## config.mk

```make
export PLATFORM = sky130hd
export DESIGN_NAME = csr_unit
export DESIGN_NICKNAME = d
export VERILOG_FILES = /design/src/rtl/csr_pkg.sv /design/src/rtl/csr_access.sv /design/src/rtl/csr_trap_ctrl.sv /design/src/rtl/csr_status.sv /design/src/rtl/csr_trap_regs.sv /design/src/rtl/csr_unit.sv
export SDC_FILE = /design/constraint.sdc
export NUM_CORES = 1
export LEC_CHECK = 0
export BUFFER_PORTS_ARGS = -buffer_cell sky130_fd_sc_hd__buf_2
export CAP_MARGIN = 0
export CELL_PAD_IN_SITES_DETAIL_PLACEMENT = 0
export CELL_PAD_IN_SITES_GLOBAL_PLACEMENT = 1
export CORE_MARGIN = 4
export CORE_UTILIZATION = 41
export CTS_CLUSTER_DIAMETER = 200
export DETAILED_ROUTE_END_ITERATION = 8
export PLACE_DENSITY_LB_ADDON = 0.1
export SYNTH_ARGS = -nofsm -noshare
export SYNTH_HDL_FRONTEND = slang
export SYNTH_SLANG_ARGS = --single-unit
```

## constraint.sdc

```tcl
create_clock -name clk -period 5.1 [get_ports clk]
set_input_delay 0.51 -clock clk [delete_from_list [all_inputs] [get_ports clk]]
set_output_delay 0.51 -clock clk [all_outputs]
set_load 0.1 [all_outputs]
```

## src/rtl/csr_pkg.sv

```systemverilog
package csr_pkg;

    localparam int XLEN       = 32;
    localparam int CSR_ADDR_W = 12;

    typedef enum logic [1:0] {
        U_MODE = 2'd0,
        S_MODE = 2'd1,
        M_MODE = 2'd3
    } mode_e;

    typedef enum logic [2:0] {
        CMD_NONE  = 3'd0,
        CMD_W     = 3'd1,  // Write
        CMD_S     = 3'd2,  // Set bits
        CMD_C     = 3'd3,  // Clear bits
        CMD_ECALL = 3'd4,
        CMD_MRET  = 3'd5,
        CMD_SRET  = 3'd6
    } csr_cmd_e;

    // Same 12 bits, matched whole or split into the access fields
    typedef union packed {
        logic [CSR_ADDR_W-1:0] raw;
        struct packed {
            logic [1:0] rw;     // 2'b11 is read-only
            logic [1:0] priv;   // Lowest mode allowed in
            logic [7:0] index;
        } field;
    } csr_addr_u;

    // Supervisor registers
    localparam logic [CSR_ADDR_W-1:0] ADDR_SSTATUS  = 12'h100;
    localparam logic [CSR_ADDR_W-1:0] ADDR_SIE      = 12'h104;
    localparam logic [CSR_ADDR_W-1:0] ADDR_STVEC    = 12'h105;
    localparam logic [CSR_ADDR_W-1:0] ADDR_SSCRATCH = 12'h140;
    localparam logic [CSR_ADDR_W-1:0] ADDR_SEPC     = 12'h141;
    localparam logic [CSR_ADDR_W-1:0] ADDR_SCAUSE   = 12'h142;
    localparam logic [CSR_ADDR_W-1:0] ADDR_SIP      = 12'h144;
    // Machine registers
    localparam logic [CSR_ADDR_W-1:0] ADDR_MSTATUS  = 12'h300;
    localparam logic [CSR_ADDR_W-1:0] ADDR_MEDELEG  = 12'h302;
    localparam logic [CSR_ADDR_W-1:0] ADDR_MIDELEG  = 12'h303;
    localparam logic [CSR_ADDR_W-1:0] ADDR_MIE      = 12'h304;
    localparam logic [CSR_ADDR_W-1:0] ADDR_MTVEC    = 12'h305;
    localparam logic [CSR_ADDR_W-1:0] ADDR_MSCRATCH = 12'h340;
    localparam logic [CSR_ADDR_W-1:0] ADDR_MEPC     = 12'h341;
    localparam logic [CSR_ADDR_W-1:0] ADDR_MCAUSE   = 12'h342;
    localparam logic [CSR_ADDR_W-1:0] ADDR_MIP      = 12'h344;

    localparam logic [XLEN-1:0] CAUSE_SSI     = 32'h8000_0001;
    localparam logic [XLEN-1:0] CAUSE_MSI     = 32'h8000_0003;
    localparam logic [XLEN-1:0] CAUSE_STI     = 32'h8000_0005;
    localparam logic [XLEN-1:0] CAUSE_MTI     = 32'h8000_0007;
    localparam logic [XLEN-1:0] CAUSE_SEI     = 32'h8000_0009;
    localparam logic [XLEN-1:0] CAUSE_MEI     = 32'h8000_000b;
    localparam logic [XLEN-1:0] CAUSE_ECALL_U = 32'h0000_0008;  // Plus mode for S and M

    // Bit positions in mip, mie and mideleg
    localparam int IRQ_SSI = 1;
    localparam int IRQ_MSI = 3;
    localparam int IRQ_STI = 5;
    localparam int IRQ_MTI = 7;
    localparam int IRQ_SEI = 9;
    localparam int IRQ_MEI = 11;

    localparam logic [11:0] IRQ_MASK_ALL = 12'haaa;  // All six interrupt bits
    localparam logic [11:0] IRQ_MASK_S   = 12'h222;  // Supervisor subset

    localparam logic [1:0] TVEC_VECTORED = 2'b01;

endpackage

```

## src/rtl/csr_access.sv

```systemverilog
module csr_access
    import csr_pkg::*;
(
    input  csr_addr_u       addr,
    input  csr_cmd_e        cmd,
    input  logic            valid,
    input  logic [XLEN-1:0] wdata_in,
    input  mode_e           mode,
    input  logic [XLEN-1:0] rd_status,
    input  logic [XLEN-1:0] rd_trap_ctrl,
    input  logic [XLEN-1:0] rd_trap_regs,
    output logic [XLEN-1:0] rdata,
    output logic [XLEN-1:0] wdata,
    output logic            wr_en
);

    logic            can_access;
    logic            can_write;
    logic            is_write_cmd;
    logic [XLEN-1:0] rd_merged;

    // Privilege check straight from the address bits
    assign can_access = addr.field.priv <= mode;
    assign can_write  = can_access && (addr.field.rw != 2'b11);

    assign is_write_cmd = (cmd == CMD_W) || (cmd == CMD_S) || (cmd == CMD_C);

    // Blocks return zero for addresses they do not own
    assign rd_merged = rd_status | rd_trap_ctrl | rd_trap_regs;

    // Denied reads see zero
    assign rdata = can_access ? rd_merged : '0;

    // New register value
    always_comb begin
        case (cmd)
            CMD_W:   wdata = wdata_in;
            CMD_S:   wdata = rdata | wdata_in;   // Set bits
            CMD_C:   wdata = rdata & ~wdata_in;  // Clear bits
            default: wdata = '0;
        endcase
    end

    // Denied writes are silently dropped
    assign wr_en = valid && is_write_cmd && can_write;

    // Catch a write strobe reaching a read-only register
    always_comb begin
        assert final (!(wr_en && addr.field.rw == 2'b11))
            else $error("csr_access: write strobe on read-only CSR %h", addr.raw);
    end

endmodule

```

## src/rtl/csr_trap_ctrl.sv

```systemverilog
module csr_trap_ctrl
    import csr_pkg::*;
(
    input  logic            clk,
    input  logic            rst_n,
    input  logic            valid,
    input  csr_cmd_e        cmd,
    input  csr_addr_u       addr,
    input  logic [XLEN-1:0] wdata,
    input  logic            wr_en,
    input  mode_e           mode,
    input  logic            mstatus_mie,
    input  logic            mstatus_sie,
    input  logic            irq_meip,
    input  logic            irq_msip,
    input  logic            irq_mtip,
    output logic            take_trap,
    output logic            trap_to_m,
    output logic            is_irq,
    output logic [XLEN-1:0] trap_cause,
    output logic [XLEN-1:0] rd_data
);

    logic [XLEN-1:0] medeleg_r;
    logic [11:0]     mideleg_r;
    logic [11:0]     mie_r;
    logic [11:0]     spend_r;    // Software-writable S pending bits
    logic [11:0]     mpend_r;    // Machine pending, sampled from lines
    logic [11:0]     mip;
    logic [11:0]     pend_en;
    logic [XLEN-1:0] irq_cause;
    logic [3:0]      irq_code;
    logic [XLEN-1:0] ecall_cause;
    logic            irq_deleg;
    logic            m_en;
    logic            s_en;
    logic            irq_take;
    logic            ecall;

    assign mip     = mpend_r | spend_r;
    assign pend_en = mip & mie_r;

    // Fixed priority MEI, MSI, MTI, SEI, SSI, STI
    always_comb begin
        irq_cause = '0;
        if (pend_en[IRQ_MEI])      irq_cause = CAUSE_MEI;
        else if (pend_en[IRQ_MSI]) irq_cause = CAUSE_MSI;
        else if (pend_en[IRQ_MTI]) irq_cause = CAUSE_MTI;
        else if (pend_en[IRQ_SEI]) irq_cause = CAUSE_SEI;
        else if (pend_en[IRQ_SSI]) irq_cause = CAUSE_SSI;
        else if (pend_en[IRQ_STI]) irq_cause = CAUSE_STI;
    end
    assign irq_code  = irq_cause[3:0];
    assign irq_deleg = mideleg_r[irq_code];

    // Global enables per target level
    assign m_en = (mode == M_MODE) ? mstatus_mie : 1'b1;
    assign s_en = (mode == S_MODE) ? mstatus_sie : (mode == U_MODE);

    assign irq_take    = (|pend_en) && (irq_deleg ? s_en : m_en);
    assign ecall       = valid && (cmd == CMD_ECALL);
    assign ecall_cause = CAUSE_ECALL_U + {{(XLEN-2){1'b0}}, mode};

    // ECALL wins over a pending interrupt
    assign take_trap  = valid && (ecall || irq_take);
    assign is_irq     = take_trap && !ecall;
    assign trap_cause = ecall ? ecall_cause : irq_cause;
    assign trap_to_m  = (mode == M_MODE) ||
                        (ecall ? !medeleg_r[ecall_cause[4:0]] : !irq_deleg);

    always_ff @(posedge clk) begin
        if (!rst_n) begin
            medeleg_r <= '0;
            mideleg_r <= '0;
            mie_r     <= '0;
            spend_r   <= '0;
            mpend_r   <= '0;
        end else begin
            mpend_r <= '0;
            mpend_r[IRQ_MEI] <= irq_meip;  // Lines sampled every cycle
            mpend_r[IRQ_MSI] <= irq_msip;
            mpend_r[IRQ_MTI] <= irq_mtip;
            if (is_irq) begin
                spend_r[irq_code] <= 1'b0;  // Taken S interrupt clears its bit
            end else if (wr_en && !take_trap) begin
                case (addr.raw)
                    ADDR_MEDELEG:       medeleg_r <= wdata;
                    ADDR_MIDELEG:       mideleg_r <= wdata[11:0] & IRQ_MASK_ALL;
                    ADDR_MIE:           mie_r     <= wdata[11:0] & IRQ_MASK_ALL;
                    ADDR_SIE:           mie_r     <= (mie_r & ~IRQ_MASK_S) |
                                                     (wdata[11:0] & IRQ_MASK_S);
                    ADDR_MIP, ADDR_SIP: spend_r   <= wdata[11:0] & IRQ_MASK_S;
                    default: ;
                endcase
            end
        end
    end

    always_comb begin
        case (addr.raw)
            ADDR_MEDELEG: rd_data = medeleg_r;
            ADDR_MIDELEG: rd_data = {{(XLEN-12){1'b0}}, mideleg_r};
            ADDR_MIE:     rd_data = {{(XLEN-12){1'b0}}, mie_r};
            ADDR_SIE:     rd_data = {{(XLEN-12){1'b0}}, mie_r & IRQ_MASK_S};
            ADDR_MIP:     rd_data = {{(XLEN-12){1'b0}}, mip};
            ADDR_SIP:     rd_data = {{(XLEN-12){1'b0}}, mip & IRQ_MASK_S};
            default:      rd_data = '0;
        endcase
    end

    // Mode after a trap must be the level this block chose
    assert property (@(posedge clk) disable iff (!rst_n)
        take_trap |=> (mode == ($past(trap_to_m) ? M_MODE : S_MODE)))
        else $error("csr_trap_ctrl: mode does not match trap target");

endmodule

```

## src/rtl/csr_status.sv

```systemverilog
module csr_status
    import csr_pkg::*;
(
    input  logic            clk,
    input  logic            rst_n,
    input  logic            valid,
    input  csr_cmd_e        cmd,
    input  csr_addr_u       addr,
    input  logic [XLEN-1:0] wdata,
    input  logic            wr_en,
    input  logic            take_trap,
    input  logic            trap_to_m,
    output mode_e           mode,
    output logic            mstatus_mie,
    output logic            mstatus_sie,
    output logic [XLEN-1:0] rd_data
);

    mode_e           mode_q;
    logic            mie_q;
    logic            sie_q;
    logic            mpie_q;
    logic            spie_q;
    logic [1:0]      mpp_q;
    logic            spp_q;
    logic            is_mret;
    logic            is_sret;
    logic [XLEN-1:0] mstatus;
    logic [XLEN-1:0] sstatus;

    assign is_mret = valid && (cmd == CMD_MRET);
    assign is_sret = valid && (cmd == CMD_SRET);

    always_ff @(posedge clk) begin
        if (!rst_n) begin
            mode_q <= M_MODE;
            mie_q  <= 1'b0;
            sie_q  <= 1'b0;
            mpie_q <= 1'b0;
            spie_q <= 1'b0;
            mpp_q  <= 2'b00;
            spp_q  <= 1'b0;
        end else if (take_trap) begin
            if (trap_to_m) begin
                mpie_q <= mie_q;
                mie_q  <= 1'b0;
                mpp_q  <= mode_q;
                mode_q <= M_MODE;
            end else begin
                spie_q <= sie_q;
                sie_q  <= 1'b0;
                spp_q  <= mode_q[0];  // Only U or S trap to S
                mode_q <= S_MODE;
            end
        end else if (is_mret) begin
            mie_q  <= mpie_q;
            mode_q <= mode_e'(mpp_q);
            mpie_q <= 1'b1;
            mpp_q  <= U_MODE;
        end else if (is_sret) begin
            sie_q  <= spie_q;
            mode_q <= mode_e'({1'b0, spp_q});
            spie_q <= 1'b1;
            spp_q  <= 1'b0;
        end else if (wr_en) begin
            if (addr.raw == ADDR_MSTATUS) begin
                if (wdata[12:11] != 2'b10) mpp_q <= wdata[12:11];  // Reserved value kept out
                mpie_q <= wdata[7];
                mie_q  <= wdata[3];
            end
            if (addr.raw == ADDR_MSTATUS || addr.raw == ADDR_SSTATUS) begin
                spp_q  <= wdata[8];
                spie_q <= wdata[5];
                sie_q  <= wdata[1];
            end
        end
    end

    assign mstatus = {19'b0, mpp_q, 2'b0, spp_q, mpie_q, 1'b0, spie_q, 1'b0,
                      mie_q, 1'b0, sie_q, 1'b0};
    assign sstatus = mstatus & 32'h0000_0122;  // SPP, SPIE, SIE only

    assign rd_data = (addr.raw == ADDR_MSTATUS) ? mstatus :
                     (addr.raw == ADDR_SSTATUS) ? sstatus : '0;

    assign mode        = mode_q;
    assign mstatus_mie = mie_q;
    assign mstatus_sie = sie_q;

    // Encoding 2 is reserved
    assert property (@(posedge clk) disable iff (!rst_n) mode_q != 2'b10)
        else $error("csr_status: illegal mode encoding");

endmodule

```

## src/rtl/csr_trap_regs.sv

```systemverilog
module csr_trap_regs
    import csr_pkg::*;
(
    input  logic            clk,
    input  logic            rst_n,
    input  logic            valid,
    input  csr_cmd_e        cmd,
    input  csr_addr_u       addr,
    input  logic [XLEN-1:0] wdata,
    input  logic            wr_en,
    input  logic [XLEN-1:0] pc,
    input  logic            take_trap,
    input  logic            trap_to_m,
    input  logic            is_irq,
    input  logic [XLEN-1:0] trap_cause,
    output logic [XLEN-1:0] trap_vector,
    output logic [XLEN-1:0] rd_data
);

    logic [XLEN-1:0] mtvec;
    logic [XLEN-1:0] mepc;
    logic [XLEN-1:0] mcause;
    logic [XLEN-1:0] mscratch;
    logic [XLEN-1:0] stvec;
    logic [XLEN-1:0] sepc;
    logic [XLEN-1:0] scause;
    logic [XLEN-1:0] sscratch;
    logic [XLEN-1:0] m_vec;
    logic [XLEN-1:0] s_vec;
    logic            is_mret;
    logic            is_sret;

    // Base, plus 4 * code for a vectored interrupt
    function automatic logic [XLEN-1:0] tvec_target(input logic [XLEN-1:0] tvec,
                                                    input logic            irq,
                                                    input logic [XLEN-1:0] cause);
        logic [XLEN-1:0] base;
        base = {tvec[XLEN-1:2], 2'b00};
        if (irq && tvec[1:0] == TVEC_VECTORED)
            return base + {cause[XLEN-3:0], 2'b00};  // Interrupt flag shifted out
        return base;
    endfunction

    assign is_mret = valid && (cmd == CMD_MRET);
    assign is_sret = valid && (cmd == CMD_SRET);

    assign m_vec = tvec_target(mtvec, is_irq, trap_cause);
    assign s_vec = tvec_target(stvec, is_irq, trap_cause);

    assign trap_vector = take_trap ? (trap_to_m ? m_vec : s_vec) :
                         is_mret   ? mepc :
                         is_sret   ? sepc : '0;

    always_ff @(posedge clk) begin
        if (!rst_n) begin
            mtvec    <= '0;
            mepc     <= '0;
            mcause   <= '0;
            mscratch <= '0;
            stvec    <= '0;
            sepc     <= '0;
            scause   <= '0;
            sscratch <= '0;
        end else if (take_trap) begin
            if (trap_to_m) begin
                mepc   <= pc;
                mcause <= trap_cause;
            end else begin
                sepc   <= pc;
                scause <= trap_cause;
            end
        end else if (wr_en) begin
            case (addr.raw)
                ADDR_MTVEC:    mtvec    <= wdata;
                ADDR_MEPC:     mepc     <= {wdata[XLEN-1:2], 2'b00};  // Word aligned
                ADDR_MCAUSE:   mcause   <= wdata;
                ADDR_MSCRATCH: mscratch <= wdata;
                ADDR_STVEC:    stvec    <= wdata;
                ADDR_SEPC:     sepc     <= wdata;
                ADDR_SCAUSE:   scause   <= wdata;
                ADDR_SSCRATCH: sscratch <= wdata;
                default: ;
            endcase
        end
    end

    always_comb begin
        case (addr.raw)
            ADDR_MTVEC:    rd_data = mtvec;
            ADDR_MEPC:     rd_data = mepc;
            ADDR_MCAUSE:   rd_data = mcause;
            ADDR_MSCRATCH: rd_data = mscratch;
            ADDR_STVEC:    rd_data = stvec;
            ADDR_SEPC:     rd_data = sepc;
            ADDR_SCAUSE:   rd_data = scause;
            ADDR_SSCRATCH: rd_data = sscratch;
            default:       rd_data = '0;
        endcase
    end

endmodule

```

## src/rtl/csr_unit.sv

```systemverilog
module csr_unit
    import csr_pkg::*;
(
    input  logic            clk,
    input  logic            rst_n,
    input  logic            valid,
    input  csr_cmd_e        cmd,
    input  csr_addr_u       addr,
    input  logic [XLEN-1:0] wdata_in,
    input  logic [XLEN-1:0] pc,
    input  logic            irq_meip,
    input  logic            irq_msip,
    input  logic            irq_mtip,
    output logic [XLEN-1:0] rdata,
    output logic            trap,
    output logic [XLEN-1:0] trap_vector,
    output mode_e           mode
);

    logic [XLEN-1:0] wdata;
    logic            wr_en;
    logic [XLEN-1:0] rd_status;
    logic [XLEN-1:0] rd_trap_ctrl;
    logic [XLEN-1:0] rd_trap_regs;
    logic            take_trap;
    logic            trap_to_m;
    logic            is_irq;
    logic [XLEN-1:0] trap_cause;
    logic            mstatus_mie;
    logic            mstatus_sie;
    logic            xret;

    assign xret = valid && (cmd == CMD_MRET || cmd == CMD_SRET);
    assign trap = take_trap | xret;  // Returns redirect the fetch too

    csr_access u_access (
        .addr(addr), .cmd(cmd), .valid(valid), .wdata_in(wdata_in), .mode(mode),
        .rd_status(rd_status), .rd_trap_ctrl(rd_trap_ctrl), .rd_trap_regs(rd_trap_regs),
        .rdata(rdata), .wdata(wdata), .wr_en(wr_en)
    );

    csr_trap_ctrl u_trap_ctrl (
        .clk(clk), .rst_n(rst_n), .valid(valid), .cmd(cmd), .addr(addr),
        .wdata(wdata), .wr_en(wr_en), .mode(mode),
        .mstatus_mie(mstatus_mie), .mstatus_sie(mstatus_sie),
        .irq_meip(irq_meip), .irq_msip(irq_msip), .irq_mtip(irq_mtip),
        .take_trap(take_trap), .trap_to_m(trap_to_m), .is_irq(is_irq),
        .trap_cause(trap_cause), .rd_data(rd_trap_ctrl)
    );

    csr_status u_status (
        .clk(clk), .rst_n(rst_n), .valid(valid), .cmd(cmd), .addr(addr),
        .wdata(wdata), .wr_en(wr_en), .take_trap(take_trap), .trap_to_m(trap_to_m),
        .mode(mode), .mstatus_mie(mstatus_mie), .mstatus_sie(mstatus_sie),
        .rd_data(rd_status)
    );

    csr_trap_regs u_trap_regs (
        .clk(clk), .rst_n(rst_n), .valid(valid), .cmd(cmd), .addr(addr),
        .wdata(wdata), .wr_en(wr_en), .pc(pc), .take_trap(take_trap),
        .trap_to_m(trap_to_m), .is_irq(is_irq), .trap_cause(trap_cause),
        .trap_vector(trap_vector), .rd_data(rd_trap_regs)
    );

endmodule

```

==> out/qor.yml <==
floorplanning:
  core_mm2: 0.0445
  fp.dieH_um: 221
  num_rows: 77
  initial_core_util_pct: 41.7
  pin_count: 152
  die_w_um: 221
  dieArea_mm2: 0.0488
synthesis:
  netlist_instances: 2294
  synth-main-ff-cell: "dfxtp_1"
  synth.cell_area_mm2: 0.0186
  synth_top_area_share_pct: 34.9
  yosysUniqueCellTypes: 102
  synthArstFlopShare_pct: 0
  synth_fa_ha_area_share_pct: 0.889
  synth_edf_count: 0
  avgSynthCellArea_um2: 8.10
  synth-seq-area-share_pct: 34.9
  synthSimpleGateAreaFrac_pct: 22.5
  synth_top_cell_by_area: "dfxtp_1"
  synth_mux_area_share_pct: 4.34
  synth-seq-cells: 324
  yosysWarnings: 0
  synth_nets: 2391
  synthXorXnorAreaFrac_pct: 2.22
  synthTopCellsByArea: "dfxtp_1 (35%), a21oi_1 (5.8%), a211oi_1 (5.3%)"
  synth_compound_area_share_pct: 29.3
  synth_top_family_by_area: "compound AO/OA/AOI/OAI gates"
worst_hold_path:
  hold_class: "input pin to flop"
  holdPathEnd: "u_trap_ctrl.mpend_r[11]"
  hp-start: "irq_meip"
  holdPathStages: 2
place:
  place_area_mm2: 0.0210
  post-dp-hpwl_um: 68000
  globalplace.congestion: 1.01
  portBuffers: 151
pwr:
  clock_power_share_pct: 49.1
  p_sw_uw: 1590
  swShare_pct: 26.8
  power_frac_seq_pct: 43.0
  ir_drop_mv: 0.256
  comb_power_share_pct: 7.9
  power.density_mw_per_mm2: 265
  leakagePower_uw: 0.00733
  internal_power_uw: 4350
grt:
  grt_pass1_wl_um: 134000
  grt_pass1_vias: 18808
  antenna_found_initial: 1
  overflow: 0
  grt_usage_pct: 36.4
  grt_max_degree: 134
setup_path:
  required_ns: 4.59
  r2r_setup_slack_ns: 0.98
  slowest_delay_ns: 0.49
  path_cells: "o21ai_1 > and3_2 > a31oi_4 > ha_2 > inv_2 > fa_2 > nor2b_1 > o21a_1 > nor2_4 > or4b_4 > a21oi_4 > mux2i_1 > or4_1 > o211ai_1 > buf_12"
  rr_worst_depth: 10
  cp.arrival_ns: 4.38
  path_class: "flop to output port"
  cp_num_buf_inv: 2
  cp_slowest_cell: "or4b_4"
  reg2reg_to: "u_trap_ctrl.spend_r[7]"
  start_kind: "flop"
  end_kind: "output port"
  path_max_fanout: 8
  r2r_start: "u_trap_ctrl.spend_r[11]"
  critPathTopFamily: "simple AND/OR/NAND/NOR gates"
timing:
  slew_headroom_pct: 23.4
  worst_pin_slew_ns: 1.15
  whs_ns: 0.156
  drv_slew: 0
  fin_worst_skew_ns: 0.0135
  period_share_pct: 95.9
  hold_violations: 0
  setup_viol: 0
  max_freq_mhz: 204
  fin_crit_ns: 4.89
cts:
  clkSinkCount: 324
  path_clk_slew_ns: 0.06
  htreeDepth: 2
  insertion_delay_ns: 0.58
  clk_path_buf_depth: 3
  ctsHoldBuffers: 0
  cts_tree: "yes"
  root_buffer: "clkbuf_16"
  numCtsBuffers: 40
run:
  cap_violations: 0
drt:
  viasPerCell: 6.66
  num_vias: 19914
  drt-pass1-iter-count: 6
  drt_iter0_markers: 2571
  drt_wl_total_um: 92900
  routedWlPerCell_um: 31.1
  route.detailed.drc: 0
  drtAntennaViolNets: 0
cells_and_area:
  layout_commonest_cell: "dfxtp_1"
  diodes: 0
  postLayoutCellArea_mm2: 0.0224
  final_cell_mix: "dfxtp_1 (324), nor2_1 (233), a21oi_1 (214), nand2_1 (184), a211oi_1 (131)"
  num-fill-cells: 4374
  drive_gt1_share_pct: 18.9
  layout.nets: 2466
  area_delta_synth_final_pct: 20.6
  fin_util_pct: 50.3
run_status:
  status: "finished, final reports clean"
[cells by family (layout without fill, tap and decap cells)]
| family | after synthesis | in the layout |
|---|---|---|
| fa+ha+maj | 12 | 12 |
| simple gates | 824 | 824 |
| flops | 324 | 324 |
| mux | 78 | 78 |
| xor+xnor | 47 | 47 |
| compound gates | 764 | 764 |
| buf+inv | 245 | 351 |
[power by group through the flow]
stage               clock network [µW]  registers, µW  logic (µW)
global route                      3050           2550         483
global placement                     0           2610         450
floorplan                            0           2610         239
finish                            2910           2550         467
detailed placement                   0           2610         452
CTS                               2940           2550         454
[cells in the mapped netlist, types with 27 or more instances]
master,number
a211oi_1,131
o221ai_1,32
mux2i_1,67
nor4_1,27
o21ai_0,38
xnor2_1,34
buf_2,75
nor3_1,44
a21oi_1,217
nand4_1,33
nand2_1,184
dfxtp_1,324
clkbuf_1,120
nor2_1,236
nand3_1,123
inv_1,28
a22oi_1,76
[layout make-up]
class | count | area (µm²) | share of cell area (%)
multi-input cells | 1725 | 11300 | 50.5
flip-flops and latches | 324 | 6490 | 29.0
repair buffers | 249 | 2400 | 10.7
clock buffers | 53 | 1140 | 5.09
well taps | 592 | 741 | 3.31
clock inverters | 20 | 198 | 0.883
inverters | 29 | 116 | 0.520
[through the flow]
stage	std cells	power [µW]	setup TNS, ns	setup slack (ns)
2_1_floorplan	2294	2850	-0.260	-0.133
3_3_place_gp	2915	3060	0	0.623
3_5_place_dp	2915	3060	0	0.601
4_1_cts	2988	5950	0	0.0961
5_1_grt	2992	6080	-0.00143	-0.00143
6_report	2992	5930	0	0.209
[registers in the layout, summed over array words and instances, names as in the netlist]
register and cells:
u_trap_ctrl.medeleg_r 32, u_trap_regs.mcause 32, u_trap_regs.mepc 32, u_trap_regs.mscratch 32, u_trap_regs.mtvec 32, u_trap_regs.scause 32
u_trap_regs.sepc 32, u_trap_regs.sscratch 32, u_trap_regs.stvec 32, u_trap_ctrl.spend_r 12, u_trap_ctrl.mideleg_r 6, u_trap_ctrl.mie_r 6
u_trap_ctrl.mpend_r 3, u_status.mode 2, u_status.mpp_q 2, u_status.mpie_q 1, u_status.mstatus_mie 1, u_status.mstatus_sie 1
u_status.spie_q 1, u_status.spp_q 1
[per-layer routing]
layer,global-route usage (%),part of all wire [%]
met1,45.9,39
met2,57.8,45
met3,7.09,8.6
met4,22.1,7.8
met5,0,0
[how the worst max path moves through the flow]
stage / from / to / slack [ns] / cells past startpoint
floorplan: cmd[1] / trap_vector[26] / -0.13 / 17
global placement: cmd[1] / trap_vector[22] / 0.62 / 15
detailed placement: valid / trap_vector[22] / 0.60 / 14
CTS: u_trap_ctrl.mie_r[3] / trap_vector[22] / 0.1 / 14
global route: u_trap_ctrl.mie_r[3] / trap_vector[22] / -0.001 / 15
finish: u_trap_ctrl.mie_r[3] / trap_vector[22] / 0.21 / 15
[what timing repair did]
| item | in CTS | in global routing |
|---|---|---|
| resized for setup | 0 | 3 |
| setup endpoints to repair | 0 | 13 |
| buffers inserted | 0 | 4 |
No activity file was read; power rests on OpenSTA's default activity.
